**config.mk**
```make
export PLATFORM = sky130hd
export DESIGN_NAME = bypass_port_ctrl
export DESIGN_NICKNAME = d
export VERILOG_FILES = /design/src/logic/icache_bypass_pkg.sv /design/src/logic/bypass_port_ctrl.sv
export VERILOG_INCLUDE_DIRS = /design/src /design/src/logic
export SDC_FILE = /design/constraint.sdc
export NUM_CORES = 1
export LEC_CHECK = 0
export BUFFER_PORTS_ARGS = -buffer_cell sky130_fd_sc_hd__buf_2
export CAP_MARGIN = 30
export CORE_AREA = 2 2 90 92
export DETAILED_ROUTE_END_ITERATION = 16
export DIE_AREA = 0 0 92 94
export GPL_ROUTABILITY_DRIVEN = 0
export HOLD_SLACK_MARGIN = 0.02
export PLACE_DENSITY = 0.69
export SYNTH_ARGS = -nofsm -noshare
export SYNTH_HDL_FRONTEND = slang
export SYNTH_SLANG_ARGS = --single-unit
```
**constraint.sdc**
```tcl
create_clock -name clk_i -period 4 [get_ports clk_i]
set_input_delay 0.8 -clock clk_i [delete_from_list [all_inputs] [get_ports clk_i]]
set_output_delay 0.8 -clock clk_i [all_outputs]
set_load 0.01 [all_outputs]
```
**src/logic/icache_bypass_config.svh**
```systemverilog
// Size configuration for the uncached instruction-fetch path
// Included by the package and by every module that sizes ports or storage

`ifndef ICACHE_BYPASS_CONFIG_SVH
`define ICACHE_BYPASS_CONFIG_SVH

// Number of independent fetch ports
`define ICB_NR_FETCH_PORTS 4

// Fetch address and instruction word widths
`define ICB_FETCH_AW 32
`define ICB_FETCH_DW 32

// Width of one line returned by the fill memory
`define ICB_LINE_WIDTH 128

// Fill requests that may be in flight, smaller than the port count on purpose
`define ICB_ORDER_DEPTH 2

`endif
```
**src/logic/icache_bypass_pkg.sv**
```systemverilog
// Shared types and alignment constants for the bypass fetch path
// Modules reference these by scoped name, sizes come from the config header

`include "icache_bypass_config.svh"

package icache_bypass_pkg;

  // Fetch side address and instruction word
  typedef logic [`ICB_FETCH_AW-1:0] fetch_addr_t;
  typedef logic [`ICB_FETCH_DW-1:0] fetch_data_t;

  // One fill line, several fetch words wide
  typedef logic [`ICB_LINE_WIDTH-1:0] line_data_t;

  // One bit per port, used both one-hot and as a request vector
  typedef logic [`ICB_NR_FETCH_PORTS-1:0] port_mask_t;

  // Binary port number
  typedef logic [$clog2(`ICB_NR_FETCH_PORTS)-1:0] port_idx_t;

  // Byte offset bits within a line and within a word
  localparam int LINE_ALIGN  = $clog2(`ICB_LINE_WIDTH / 8);
  localparam int FETCH_ALIGN = $clog2(`ICB_FETCH_DW / 8);

  // Per-port bypass controller states
  typedef enum logic [1:0] {
    BYP_IDLE,
    BYP_REQUEST,
    BYP_WAIT,
    BYP_PRESENT
  } bypass_state_e;

endpackage

```
**src/logic/bypass_port_ctrl.sv**
```systemverilog
// Bypass controller for a single fetch port
// Turns a held fetch into one line-aligned fill request, then picks the
// addressed word out of the returned line and presents it for one cycle

module bypass_port_ctrl (
  input  logic                           clk_i,
  input  logic                           rst_n_i,

  input  logic                           inst_valid_i,
  input  icache_bypass_pkg::fetch_addr_t inst_addr_i,
  output logic                           inst_ready_o,
  output icache_bypass_pkg::fetch_data_t inst_data_o,
  output logic                           inst_error_o,

  input  logic                           order_full_i,

  output logic                           port_req_valid_o,
  output icache_bypass_pkg::fetch_addr_t port_req_addr_o,
  input  logic                           port_grant_i,

  input  logic                           rsp_hit_i,
  input  icache_bypass_pkg::line_data_t  rsp_line_i,
  input  logic                           rsp_error_i
);

  localparam int WORD_W   = $bits(icache_bypass_pkg::fetch_data_t);
  localparam int OFFS_W   = icache_bypass_pkg::LINE_ALIGN - icache_bypass_pkg::FETCH_ALIGN;

  icache_bypass_pkg::bypass_state_e state_q, state_d;

  logic [OFFS_W-1:0]              word_off;
  icache_bypass_pkg::line_data_t  shifted_line;
  icache_bypass_pkg::fetch_data_t data_q;
  logic                           error_q;
  logic                           capture;

  // Line-aligned request address, the core keeps inst_addr_i stable meanwhile
  assign port_req_addr_o = {inst_addr_i[$bits(inst_addr_i)-1:icache_bypass_pkg::LINE_ALIGN],
                            {icache_bypass_pkg::LINE_ALIGN{1'b0}}};

  // Word offset inside the line selects which word of the fill we keep
  assign word_off     = inst_addr_i[icache_bypass_pkg::LINE_ALIGN-1:icache_bypass_pkg::FETCH_ALIGN];
  assign shifted_line = rsp_line_i >> (word_off * WORD_W);

  always_comb begin
    state_d          = state_q;
    port_req_valid_o = 1'b0;
    inst_ready_o     = 1'b0;
    capture          = 1'b0;
    case (state_q)
      icache_bypass_pkg::BYP_IDLE: begin
        if (inst_valid_i) begin
          state_d = icache_bypass_pkg::BYP_REQUEST;
        end
      end
      icache_bypass_pkg::BYP_REQUEST: begin
        // Only ask for the bus while the order tracker can take another entry
        if (!order_full_i) begin
          port_req_valid_o = 1'b1;
          if (port_grant_i) begin
            state_d = icache_bypass_pkg::BYP_WAIT;
          end
        end
      end
      icache_bypass_pkg::BYP_WAIT: begin
        if (rsp_hit_i) begin
          capture = 1'b1;
          state_d = icache_bypass_pkg::BYP_PRESENT;
        end
      end
      icache_bypass_pkg::BYP_PRESENT: begin
        // Registered word is shown for exactly this one cycle
        inst_ready_o = 1'b1;
        state_d      = icache_bypass_pkg::BYP_IDLE;
      end
      default: begin
        state_d = icache_bypass_pkg::BYP_IDLE;
      end
    endcase
  end

  always_ff @(posedge clk_i) begin
    if (!rst_n_i) begin
      state_q <= icache_bypass_pkg::BYP_IDLE;
    end else begin
      state_q <= state_d;
    end
  end

  always_ff @(posedge clk_i) begin
    if (capture) begin
      data_q  <= shifted_line[WORD_W-1:0];
      error_q <= rsp_error_i;
    end
  end

  assign inst_data_o  = data_q;
  assign inst_error_o = error_q;

endmodule

```
==> impl_metrics.toml <==
[outcome]
status = "completed"

[drt]
ant_nets = 0
drt_first_pass_iters = 4
drc = 0
wl_per_cell_um = 16.03
drt_wl_total_um = 5980
num_vias = 1675
viasPerCell = 4.491
drtIter0Drc = 15

[critical_path]
cpPeakStageDelay_ps = 610
crit_path_max_fanout = 25
worstSetupPathType = "in -> reg"
slowest_stage = "buf_2"
path_cells = "buf_2 -> buf_4 -> mux4_2"
cp-end-kind = "register"
crit_required_ps = 4010
reg2reg_setup_slack_ps = 2470
arrival_ps = 2280
critPathLaunchType = "primary input"

[yosys]
yosysTopAreaCellShare = 0.4439
post_synth.cell_area_avg_um2 = 17.72
yosys.cell_types.count = 18
ys_ff_latch = 35
netlist_instances = 126
yosysSeqAreaShare = 0.4619
synthFlopType = "edfxtp_1"
synth_area_leaders = "edfxtp_1 (44%), mux4_2 (30%), buf_4 (11%), ha_1 (2.8%), buf_12 (2.7%)"
ys_top_cells_by_count = "edfxtp_1 (33), buf_4 (32), mux4_2 (30)"
yosysTopAreaCell = "edfxtp_1"
yosys_warnings = 0
synth_edf_count = 33
yosysMostFrequentCell = "edfxtp_1"
syn-cell-area_um2 = 2232
ys_async_sr_fraction = 0

[floorplan]
io_pins = 234
initial_core_util = 0.2934
row_count = 32
dieArea_um2 = 8648
fp.dieW_um = 92
die_h_um = 94
core_um2 = 7607

[final_layout]
fin_util = 0.3944
antenna_cells = 0
drive_gt1_frac = 0.7749
synthToLayoutAreaGrowth_pct = 34.42
fin_cells = 373
final_nets = 442

[pwr]
power.leakage_nw = 1.346
power_mw = 1.020
irDropWorstVdd_uv = 109.7
power.density_nw_per_um2 = 340.1

[clocking]
cts_max_level = 2
cts_made_buffers = 5
cts.path.max_buffers = 2
clockRootBuffer = "clkbuf_8"
cts_setup_buffers = 0
cts_resized = 0
cts_tree = "yes"
cts_sinks = 35
clk-insertion-delay-late_ps = 280
clk_pin_slew_ps = 70
cts_hold_buf = 0

[grt]
grt_util_all_layers = 0.1264
grt_pass1_vias = 1621
grt_pass1_wl_um = 8307
grt_max_degree = 34
grt_antenna_before_repair = 0
gr-total-overflow = 0

[sta]
slew_violations = 0
slew_headroom = 0.4695
worst-slew-pin-transition_ps = 795.8
rsz0062_at_grt = "no"
finClkSkew_ps = 5.749
fin_crit_ps = 2264
timing.fmax_ghz = 0.4417
hold_violations = 0
fin_hold_ws_ps = 506.4
tns_ps = 0
finalCritPeriodShare = 0.5660
setup_viol = 0

[flow_run]
cap_violations = 0

[hold_path]
min_path_type = "reg -> reg"

[placement]
dp.cells = 365
dp.final_hpwl_um = 4962
portBuffers = 171
==> report_power, final <==
group	switching, mW	internal [mW]
sequential	0.0175	0.465
combinational	0.136	0.152
clock	0.129	0.122
==> cells in the final DEF (no fill, tap or decap), types with 2 or more instances in the layout <==
cell | Yosys | routed
ha_1 | 5 | 5
buf_4 | 32 | 2
mux2i_1 | 2 | 2
inv_1 | 4 | 4
clkbuf_8 | 0 | 5
buf_2 | 3 | 171
dfxtp_1 | 2 | 2
conb_1 | 1 | 4
nand2_1 | 3 | 3
mux4_1 | 2 | 2
edfxtp_1 | 33 | 33
mux4_2 | 30 | 30
==> cell families (layout without fill, tap and decap cells) <==
kind of cell	after synthesis	after routing	share of synthesized area
other cells	1	4	0.001680
mux	34	34	0.3352
flops	35	35	0.4619
buf+inv	43	185	0.1530
simple gates	6	6	0.01346
fa+ha+maj	5	5	0.02803
compound gates	2	2	0.006724
==> cell type report <==
cell class | count | area [µm²]
inverter | 4 | 15.01
fill | 745 | 4607
multi-input combinational | 51 | 870.8
tap | 102 | 127.6
timing repair buffer | 173 | 870.8
sequential | 35 | 1031
clock buffer | 6 | 72.57
clock inverter | 2 | 12.51
==> sequential cells by signal, summed over array words and instances, names as in the netlist <==
register,count
inst_data_o,32
inst_error_o,1
state_q,2
==> worst max-delay path, delay by kind of cell <==
kind	cells	cell delay, ps
buffers and inverters	2	940
muxes	1	530
==> final timing paths <==
check | from | endpoint | cells after the start
max | inst_addr_i[2] | inst_data_o[30] | 3
min | state_q[1] | state_q[1] | 2
min reg2reg | state_q[1] | state_q[1] | 2
max reg2reg | state_q[0] | state_q[0] | 4
==> layer usage <==
| metal | wire length (µm) | up-vias | global-route usage |
|---|---|---|---|
| li1 | - | 757 | - |
| met1 | 2125 | 799 | 0.1452 |
| met2 | 3114 | 94 | 0.2102 |
| met3 | 536 | 25 | 0.04173 |
| met4 | 202 | 0 | 0.06716 |
| met5 | 0 | - | 0 |
==> metrics by stage <==
step,instance area [µm²],setup WS (ps)
2_1_floorplan,2243,1989
6_report,3000,1736
3_5_place_dp,2915,1361
3_3_place_gp,2915,1397
4_1_cts,3000,1668
5_1_grt,3000,1597
Note: power is estimated with default switching activity, not from simulation.
