File: src/logic/icache_bypass_config.svh
// Size configuration for the uncached instruction-fetch path
// Included by the package and by every module that sizes ports or storage

`ifndef ICACHE_BYPASS_CONFIG_SVH
`define ICACHE_BYPASS_CONFIG_SVH

// Number of independent fetch ports
`define ICB_NR_FETCH_PORTS 4

// Fetch address and instruction word widths
`define ICB_FETCH_AW 32
`define ICB_FETCH_DW 32

// Width of one line returned by the fill memory
`define ICB_LINE_WIDTH 128

// Fill requests that may be in flight, smaller than the port count on purpose
`define ICB_ORDER_DEPTH 2

`endif
File: src/logic/icache_bypass_pkg.sv
// Shared types and alignment constants for the bypass fetch path
// Modules reference these by scoped name, sizes come from the config header

`include "icache_bypass_config.svh"

package icache_bypass_pkg;

  // Fetch side address and instruction word
  typedef logic [`ICB_FETCH_AW-1:0] fetch_addr_t;
  typedef logic [`ICB_FETCH_DW-1:0] fetch_data_t;

  // One fill line, several fetch words wide
  typedef logic [`ICB_LINE_WIDTH-1:0] line_data_t;

  // One bit per port, used both one-hot and as a request vector
  typedef logic [`ICB_NR_FETCH_PORTS-1:0] port_mask_t;

  // Binary port number
  typedef logic [$clog2(`ICB_NR_FETCH_PORTS)-1:0] port_idx_t;

  // Byte offset bits within a line and within a word
  localparam int LINE_ALIGN  = $clog2(`ICB_LINE_WIDTH / 8);
  localparam int FETCH_ALIGN = $clog2(`ICB_FETCH_DW / 8);

  // Per-port bypass controller states
  typedef enum logic [1:0] {
    BYP_IDLE,
    BYP_REQUEST,
    BYP_WAIT,
    BYP_PRESENT
  } bypass_state_e;

endpackage

File: src/logic/bypass_rsp_order.sv
// In-order response tracker for the line-fill interface
// Records the grant mask of every accepted fill request and routes each fill
// response to the port at the head, raising full when no slot is left

`include "icache_bypass_config.svh"

module bypass_rsp_order (
  input  logic                          clk_i,
  input  logic                          rst_n_i,

  input  icache_bypass_pkg::port_mask_t grant_mask_i,
  output logic                          order_full_o,

  input  logic                          fill_rsp_valid_i,
  output icache_bypass_pkg::port_mask_t rsp_hit_o
);

  localparam int DEPTH = `ICB_ORDER_DEPTH;
  localparam int PTR_W = (DEPTH > 1) ? $clog2(DEPTH) : 1;
  localparam int CNT_W = $clog2(DEPTH + 1);

  icache_bypass_pkg::port_mask_t mem_q [DEPTH];

  logic [PTR_W-1:0] wr_ptr_q, rd_ptr_q;
  logic [CNT_W-1:0] count_q;
  logic             push;
  logic             pop;
  logic             empty;

  icache_bypass_pkg::port_mask_t head_mask;
  icache_bypass_pkg::port_idx_t  head_idx;

  assign empty        = (count_q == '0);
  assign order_full_o = (count_q == CNT_W'(DEPTH));

  // A nonzero grant mask means the memory took a request this cycle
  assign push = |grant_mask_i;
  assign pop  = fill_rsp_valid_i && !empty;

  assign head_mask = mem_q[rd_ptr_q];

  // One-hot head entry to a binary port number
  always_comb begin
    head_idx = '0;
    for (int i = 0; i < $bits(head_mask); i++) begin
      if (head_mask[i]) begin
        head_idx = head_idx | icache_bypass_pkg::port_idx_t'(i);
      end
    end
  end

  always_comb begin
    rsp_hit_o = '0;
    if (pop) begin
      rsp_hit_o[head_idx] = 1'b1;
    end
  end

  always_ff @(posedge clk_i) begin
    if (push) begin
      mem_q[wr_ptr_q] <= grant_mask_i;
    end
  end

  always_ff @(posedge clk_i) begin
    if (!rst_n_i) begin
      wr_ptr_q <= '0;
      rd_ptr_q <= '0;
      count_q  <= '0;
    end else begin
      if (push) begin
        wr_ptr_q <= (wr_ptr_q == PTR_W'(DEPTH - 1)) ? '0 : wr_ptr_q + 1'b1;
      end
      if (pop) begin
        rd_ptr_q <= (rd_ptr_q == PTR_W'(DEPTH - 1)) ? '0 : rd_ptr_q + 1'b1;
      end
      // Push and pop together leave the fill level unchanged
      if (push && !pop) begin
        count_q <= count_q + 1'b1;
      end else if (pop && !push) begin
        count_q <= count_q - 1'b1;
      end
    end
  end

endmodule

File: config.mk
export PLATFORM = sky130hd
export DESIGN_NAME = bypass_rsp_order
export DESIGN_NICKNAME = d
export VERILOG_FILES = /design/src/logic/icache_bypass_pkg.sv /design/src/logic/bypass_rsp_order.sv
export VERILOG_INCLUDE_DIRS = /design/src /design/src/logic
export SDC_FILE = /design/constraint.sdc
export NUM_CORES = 1
export LEC_CHECK = 0
export ABC_CLOCK_PERIOD_IN_PS = 2200
export BUFFER_PORTS_ARGS = -buffer_cell sky130_fd_sc_hd__buf_2
export CAP_MARGIN = 20
export CORE_AREA = 2 2 39 41
export CTS_BUF_LIST = sky130_fd_sc_hd__clkbuf_4 sky130_fd_sc_hd__clkbuf_8 sky130_fd_sc_hd__clkbuf_16
export DETAILED_ROUTE_END_ITERATION = 10
export DIE_AREA = 0 0 41 43
export PLACE_DENSITY = 0.65
export REMOVE_ABC_BUFFERS = 1
export SYNTH_ARGS = -nofsm -noshare
export SYNTH_HDL_FRONTEND = slang
export SYNTH_SLANG_ARGS = --single-unit
File: constraint.sdc
create_clock -name clk_i -period 2.2 [get_ports clk_i]
set_input_delay 0.33 -clock clk_i [delete_from_list [all_inputs] [get_ports clk_i]]
set_output_delay 0.33 -clock clk_i [all_outputs]
set_load 0.01 [all_outputs]
==> impl_metrics.env, run 1 <==
export IMPL_outcome="finished clean"
export IMPL_finalSetupTns_ns=0
export IMPL_yosysUniqueCellTypes=22
export IMPL_cts_clk_slew_worst_paths_ns=0.07
export IMPL_power_mw=0.6173
export IMPL_drv_cap=0
export IMPL_seq_area_frac_synth=0.5642
export IMPL_synth_area_sq_um=496.7
export IMPL_synth_warnings=0
export IMPL_dieArea_sq_um=1763
export IMPL_root_buffer="clkbuf_4"
export IMPL_grt_pass1_vias=272
export IMPL_synthMuxAreaShare=0.04030
export IMPL_fin_ws_ns=0.5027
export IMPL_rows=14
export IMPL_critPathMaxFanout=4
export IMPL_grt_max_degree=7
export IMPL_synth_compound_area_frac=0.06297
export IMPL_place_gp_congestion=0.6870
export IMPL_critPathKind="reg -> out"
export IMPL_period_share=0.7715
export IMPL_dp_hpwl_um=534.5
export IMPL_first_pass_iters=4
export IMPL_grt_total_usage=0.09369
export IMPL_synth_xor_xnor_area_share=0.05290
export IMPL_final_hold_viol_count=0
export IMPL_vias=332
export IMPL_antenna_found_initial=0
export IMPL_fin_skew_ns=0.004338
export IMPL_drive_gt1_frac=0.4074
export IMPL_synth_fa_ha_area_frac=0.02519
export IMPL_post_cts_buffers=0
export IMPL_cp_required_ns=1.87
export IMPL_cts_inserted_buffers=3
export IMPL_post_drt_wl_per_cell_um=9.743
export IMPL_busiest_layer="met2"
export IMPL_finalCriticalPeriod_ns=1.697
export IMPL_final_nets=63
export IMPL_viasPerCell=4.743
export IMPL_p_leak_nw=0.2409
export IMPL_met1_usage=0.08754
export IMPL_core_area_sq_um=1384
export IMPL_avgSynthCellArea_sq_um=12.74
export IMPL_cts_hold_buffers=0
export IMPL_syn_inst=39
export IMPL_rsz0062_at_grt="false"
export IMPL_post_cts_resized=0
export IMPL_io_pins=12
export IMPL_clk_path_buf_depth=2
export IMPL_yosys_area_share_simple=0.2469
export IMPL_use_met3=0.01571
export IMPL_utilization=0.4349
export IMPL_cp_data_arrival_time_ns=1.37
export IMPL_die_h_um=43
export IMPL_antennaDiodeCount=0
export IMPL_max_freq_mhz=589.2
export IMPL_cp_start_kind="register"
export IMPL_final_cell_mix="buf_2 (11), edfxtp_1 (6), dfxtp_1 (5)"
export IMPL_maxSlewHeadroom=0.7962
export IMPL_initial_utilization=0.3590
export IMPL_clock_sinks=11
export IMPL_report_final_slew_viol_count=0
export IMPL_grt_met2_usage=0.1500
export IMPL_synthToLayoutAreaGrowth_pct=21.16
export IMPL_overflow=0
export IMPL_worst_slew_pin_slew_ns=0.3035
export IMPL_drcViolationCount=0
export IMPL_hold_class="in -> reg"
export IMPL_cts_tree="built"
export IMPL_r2r_slack_ns=0.70
export IMPL_ys_ff_latch=11
export IMPL_setup_violations=0
export IMPL_htreeDepth=1
export IMPL_worstSkewPairLatency_ns=0.26
export IMPL_holdWs_ns=0.3088
export IMPL_final_common_cell="buf_2"
export IMPL_drt_iter0_markers=1
export IMPL_io_buffers=11
export IMPL_synth_top_family_by_area="simple AND/OR/NAND/NOR gates"
export IMPL_cp_end_kind="output port"
export IMPL_grt_pass1_wl_mm=1.041
export IMPL_ant_nets=0
export IMPL_drt_wl_total_um=682
export IMPL_power_density_nw_per_um2=1026
export IMPL_die_w_um=41
export IMPL_ir_drop_mv=0.4149
export IMPL_pre_cts_ws_ns=0.3946
## metal layers
layer	up-vias	wire (um)
met2	6	380
li1	172	-
met4	0	17
met1	152	271
met3	2	14
met5	-	0
## synth_stat cells
| cell | instances | area (sq um) |
|---|---|---|
| ha_1 | 1 | 12.51 |
| nor2b_2 | 1 | 8.760 |
| mux2i_1 | 2 | 20.02 |
| nor3b_1 | 2 | 15.01 |
| and2_1 | 2 | 12.51 |
| a21oi_1 | 2 | 10.01 |
| nor4_4 | 1 | 21.27 |
| nor2b_1 | 1 | 6.260 |
| inv_1 | 1 | 3.750 |
| and2b_2 | 1 | 8.760 |
| nor3_1 | 2 | 10.01 |
| a21boi_1 | 1 | 7.510 |
| nor2_1 | 2 | 7.510 |
| o21ai_0 | 1 | 5.000 |
| or3_1 | 1 | 6.260 |
| and2_2 | 2 | 15.01 |
| xnor2_1 | 2 | 17.52 |
| and4b_2 | 1 | 11.26 |
| o21ai_2 | 1 | 8.760 |
| dfxtp_1 | 5 | 100.1 |
| xor2_1 | 1 | 8.760 |
| edfxtp_1 | 6 | 180.2 |
## worst max-delay path: stages (launching register included)
cell and delay [ns]:
dfxtp_1 0.41, mux2i_1 0.32, a21oi_1 0.10, and2_1 0.16, buf_2 0.13
## cell type report
type	count	area, sq um
flip-flops and latches	11	280.3
well taps	16	20.02
fillers	132	782.0
clock buffers	4	30.03
multi-input cells	27	212.7
repair buffers	11	55.05
inverters	1	3.754
## where the power goes
part | switching [mW] | internal (mW) | leakage (nW)
Clock | 0.0593 | 0.0823 | 0.0184
Sequential | 0.0348 | 0.259 | 0.0999
Combinational | 0.0823 | 0.0995 | 0.123
## flip-flops by register name, summed over array words and instances, names as in the netlist, named ones only
signal / count
wr_ptr_q: 1
rd_ptr_q: 1
mem_q: 6
count_q: 2
## through the flow
stage,area [sq um],cells
global placement,571.8,66
global route,601.8,70
CTS,601.8,70
finish,601.8,70
floorplan,496.7,39
detailed placement,571.8,66
## worst paths after layout
| path | from | endpoint | depth (start not counted) |
|---|---|---|---|
| hold reg to reg | count_q[1]$_SDFFE_PN0P_ | count_q[1]$_SDFFE_PN0P_ | 2 |
| hold / removal | grant_mask_i[2] | mem_q[1][2]$_DFFE_PP_ | 1 |
| setup reg to reg | count_q[0]$_SDFFE_PN0P_ | count_q[1]$_SDFFE_PN0P_ | 4 |
| setup / recovery | register | rsp_hit_o[3] | 4 |
## logic make-up after synthesis
family / after synthesis
multiplexers: 2
buffers and inverters: 1
XOR/XNOR: 3
adder cells (fa/ha/maj): 1
flip-flops: 11
AO/OA/AOI/OAI: 5
AND/OR/NAND/NOR: 16
Note: power is estimated with default switching activity, not from simulation.
==> run 2: changes to the inputs <==
ABC_AREA = 1   (was default)
ABC_CLOCK_PERIOD_IN_PS = 1700   (was 2200)
PLACE_DENSITY = 0.66   (was 0.65)
clock period = 1.7 ns   (was 2.2 ns; I/O delays follow)
==> run 2 against run 1 <==
Net effect: clock skew fell by 0.0015 ns; critical path depth did not move; worst setup slack got worse by 0.31 ns; wire length rose by 15%; register-to-register slack got worse by 0.29 ns; design area rose by 1.9%; flip-flop and latch count did not move; sequential share of layout area fell by 0.86 points; utilization rose by 0.81 points; synthesized cell count rose by 64%; clock power rose by 33%; critical endpoint is now rsp_hit_o[0].
==> impl_metrics.env, run 2 <==
export IMPL_whs_path_depth=1
export IMPL_seq_area_sq_um=280.3
export IMPL_io_pins=12
export IMPL_drv_cap=0
export IMPL_clock_sinks=11
export IMPL_min_to="mem_q[1][3]$_DFFE_PP_"
export IMPL_initial_utilization=0.3671
export IMPL_root_buffer="clkbuf_4"
export IMPL_reg2reg_depth=7
export IMPL_pre_cts_ws_ns=0.3302
export IMPL_maxSlewHeadroom=0.7809
export IMPL_crit_path_cell_trace="o21ai_0 -> nand2_1 -> nor3_1 -> buf_2"
export IMPL_finalNonFillerCells=95
export IMPL_finalSetupTns_ns=0
export IMPL_yosysMostFrequentCell="inv_1"
export IMPL_synth_edff_count=6
export IMPL_period_share=0.8888
export IMPL_io_buffers=11
export IMPL_overflow=0
export IMPL_top_register="mem_q"
export IMPL_synth_warnings=0
export IMPL_grt_pass1_wl_mm=1.242
export IMPL_die_w_um=41
export IMPL_report_final_slew_viol_count=0
export IMPL_synth_top_area_share=0.3547
export IMPL_cp_data_arrival_time_ns=1.26
export IMPL_fin_skew_ns=0.002799
export IMPL_p_leak_nw=0.3324
export IMPL_seq_area_frac_synth=0.5517
export IMPL_final_cell_mix="inv_1 (15), nand2_1 (14), nor2_1 (12)"
export IMPL_drt_iter0_markers=5
export IMPL_die_h_um=43
export IMPL_worst_slew_pin_slew_ns=0.3271
export IMPL_hold_class="in -> reg"
export IMPL_slowest_stage="dfxtp_1"
export IMPL_largest_reg_flops=6
export IMPL_placed_cell_area_sq_um=583.1
export IMPL_cp_end_kind="output port"
export IMPL_yosysUniqueCellTypes=14
export IMPL_dp_cells=91
export IMPL_rsz0062_at_grt="false"
export IMPL_grt_max_degree=7
export IMPL_critPathKind="reg -> out"
export IMPL_cp_start_kind="register"
export IMPL_timing_rr_start="count_q[1]$_SDFFE_PN0P_"
export IMPL_top_regs="mem_q: 6 flops, count_q: 2 flops"
export IMPL_cts_inserted_buffers=3
export IMPL_power_mw=0.6714
export IMPL_cp_required_ns=1.44
export IMPL_reg2reg_to="count_q[1]$_SDFFE_PN0P_"
export IMPL_drcViolationCount=0
export IMPL_synthToLayoutAreaGrowth_pct=20.69
export IMPL_setup_violations=0
export IMPL_post_drt_wl_per_cell_um=8.274
export IMPL_vias=416
export IMPL_worstSkewPairLatency_ns=0.27
export IMPL_r2r_slack_ns=0.41
export IMPL_ir_drop_mv=0.5999
export IMPL_ys_ff_latch=11
export IMPL_outcome="finished clean"
export IMPL_viasPerCell=4.379
export IMPL_synth_common_cells="inv_1 (15), nand2_1 (14), nor2_1 (12), edfxtp_1 (6), dfxtp_1 (5)"
export IMPL_first_pass_iters=4
export IMPL_place_gp_congestion=0.7685
export IMPL_fin_ws_ns=0.1891
export IMPL_n_fill_cell=140
export IMPL_antennaDiodeCount=0
export IMPL_final_common_cell="inv_1"
export IMPL_core_area_sq_um=1384
export IMPL_grt_total_usage=0.1102
export IMPL_antenna_found_initial=0
export IMPL_design_area_sq_um=613.1
export IMPL_dieArea_sq_um=1763
export IMPL_avgSynthCellArea_sq_um=7.937
export IMPL_hp_start="grant_mask_i[3]"
export IMPL_final_nets=88
export IMPL_synth_area_leaders="edfxtp_1 (35%), dfxtp_1 (20%), inv_1 (11%), nand2_1 (10%), nor2_1 (8.9%)"
export IMPL_post_cts_resized=0
export IMPL_power_density_nw_per_um2=1095
export IMPL_multiInputGateArea_sq_um=171.4
export IMPL_dp_hpwl_um=646.7
export IMPL_critPathMaxFanout=6
export IMPL_cpPeakStageDelay_ns=0.35
export IMPL_final_hold_viol_count=0
export IMPL_synth_main_ff_cell="edfxtp_1"
export IMPL_cts_clk_slew_worst_paths_ns=0.07
export IMPL_post_cts_buffers=0
export IMPL_rows=14
export IMPL_htreeDepth=1
export IMPL_async_reset_ff_frac=0
export IMPL_cts_tree="built"
export IMPL_synth_area_sq_um=508.0
export IMPL_clk_path_buf_depth=2
export IMPL_max_freq_mhz=661.9
export IMPL_finalCriticalPeriod_ns=1.511
export IMPL_grt_pass1_vias=343
export IMPL_drive_gt1_frac=0.2025
export IMPL_drt_wl_total_um=786
export IMPL_cts_hold_buffers=0
export IMPL_synth_area_leader_cell="edfxtp_1"
export IMPL_ant_nets=0
export IMPL_syn_inst=64
==> run 2: changes by cell type after synthesis, sizes merged, moves of 2 or more <==
cell	previous run	this run
xnor2	2	0
mux2i	2	0
nor3b	2	0
nor2b	2	0
inv	1	15
and2	4	0
o21ai	2	4
nand3	0	2
nand2	0	14
nor2	2	12
==> run 2: cell type report <==
type | instances | area share
flip-flops and latches | 11 | 0.4571
inverters | 15 | 0.09184
repair buffers | 11 | 0.08980
well taps | 16 | 0.03265
clock buffers | 4 | 0.04898
multi-input cells | 38 | 0.2796
==> run 2: kinds of logic (layout without fill, tap and decap cells) <==
logic type | count (synthesis) | in the layout | share of synthesized area
and+or+nand+nor | 31 | 31 | 0.2438
AOI/OAI and AO/OA | 6 | 6 | 0.06896
adders and majority gates | 1 | 1 | 0.02463
buffers and inverters | 15 | 30 | 0.1108
DFF | 11 | 11 | 0.5517
==> run 2: how the worst max path moves through the flow <==
stage / slack, ns / end / from / depth (start not counted)
after CTS: 0.15 / rsp_hit_o[0] / register / 4
after detailed placement: 0.33 / count_q[1]$_SDFFE_PN0P_ / grant_mask_i[3] / 9
after global placement: 0.36 / count_q[1]$_SDFFE_PN0P_ / grant_mask_i[3] / 9
after floorplan: 0.54 / rsp_hit_o[0] / mem_q[0][3]$_DFFE_PP_ / 3
final: 0.19 / rsp_hit_o[0] / register / 4
after global routing: 0.009 / rsp_hit_o[1] / register / 4
==> run 2: through the flow <==
stage,hold WS [ns],utilization
finish,0.1916,0.4430
floorplan,0.3539,-
detailed placement,0.4652,0.4213
global route,0.1937,0.4430
global placement,0.4580,0.4213
CTS,0.1872,0.4430
==> run 2: layer usage <==
layer | up-vias | track usage | routed length [um]
li1 | 230 | - | -
met1 | 177 | 0.1017 | 323
met2 | 7 | 0.1875 | 421
met3 | 2 | 0.03141 | 17
met4 | 0 | 0.08000 | 23
met5 | - | 0 | 0
==> run 2: report_power, final <==
group	internal [mW]	switching, mW	leakage, nW	total, mW
combinational	0.0560	0.0913	0.214	0.147
sequential	0.314	0.0213	0.100	0.335
clock	0.107	0.0823	0.0184	0.189
==> run 2: worst max-delay path: cells and delay by family, from the launching register on <==
kind | cells | cell delay, ns
DFF | 1 | 0.35
and+or+nand+nor | 2 | 0.26
AOI/OAI and AO/OA | 1 | 0.23
buffers and inverters | 1 | 0.15
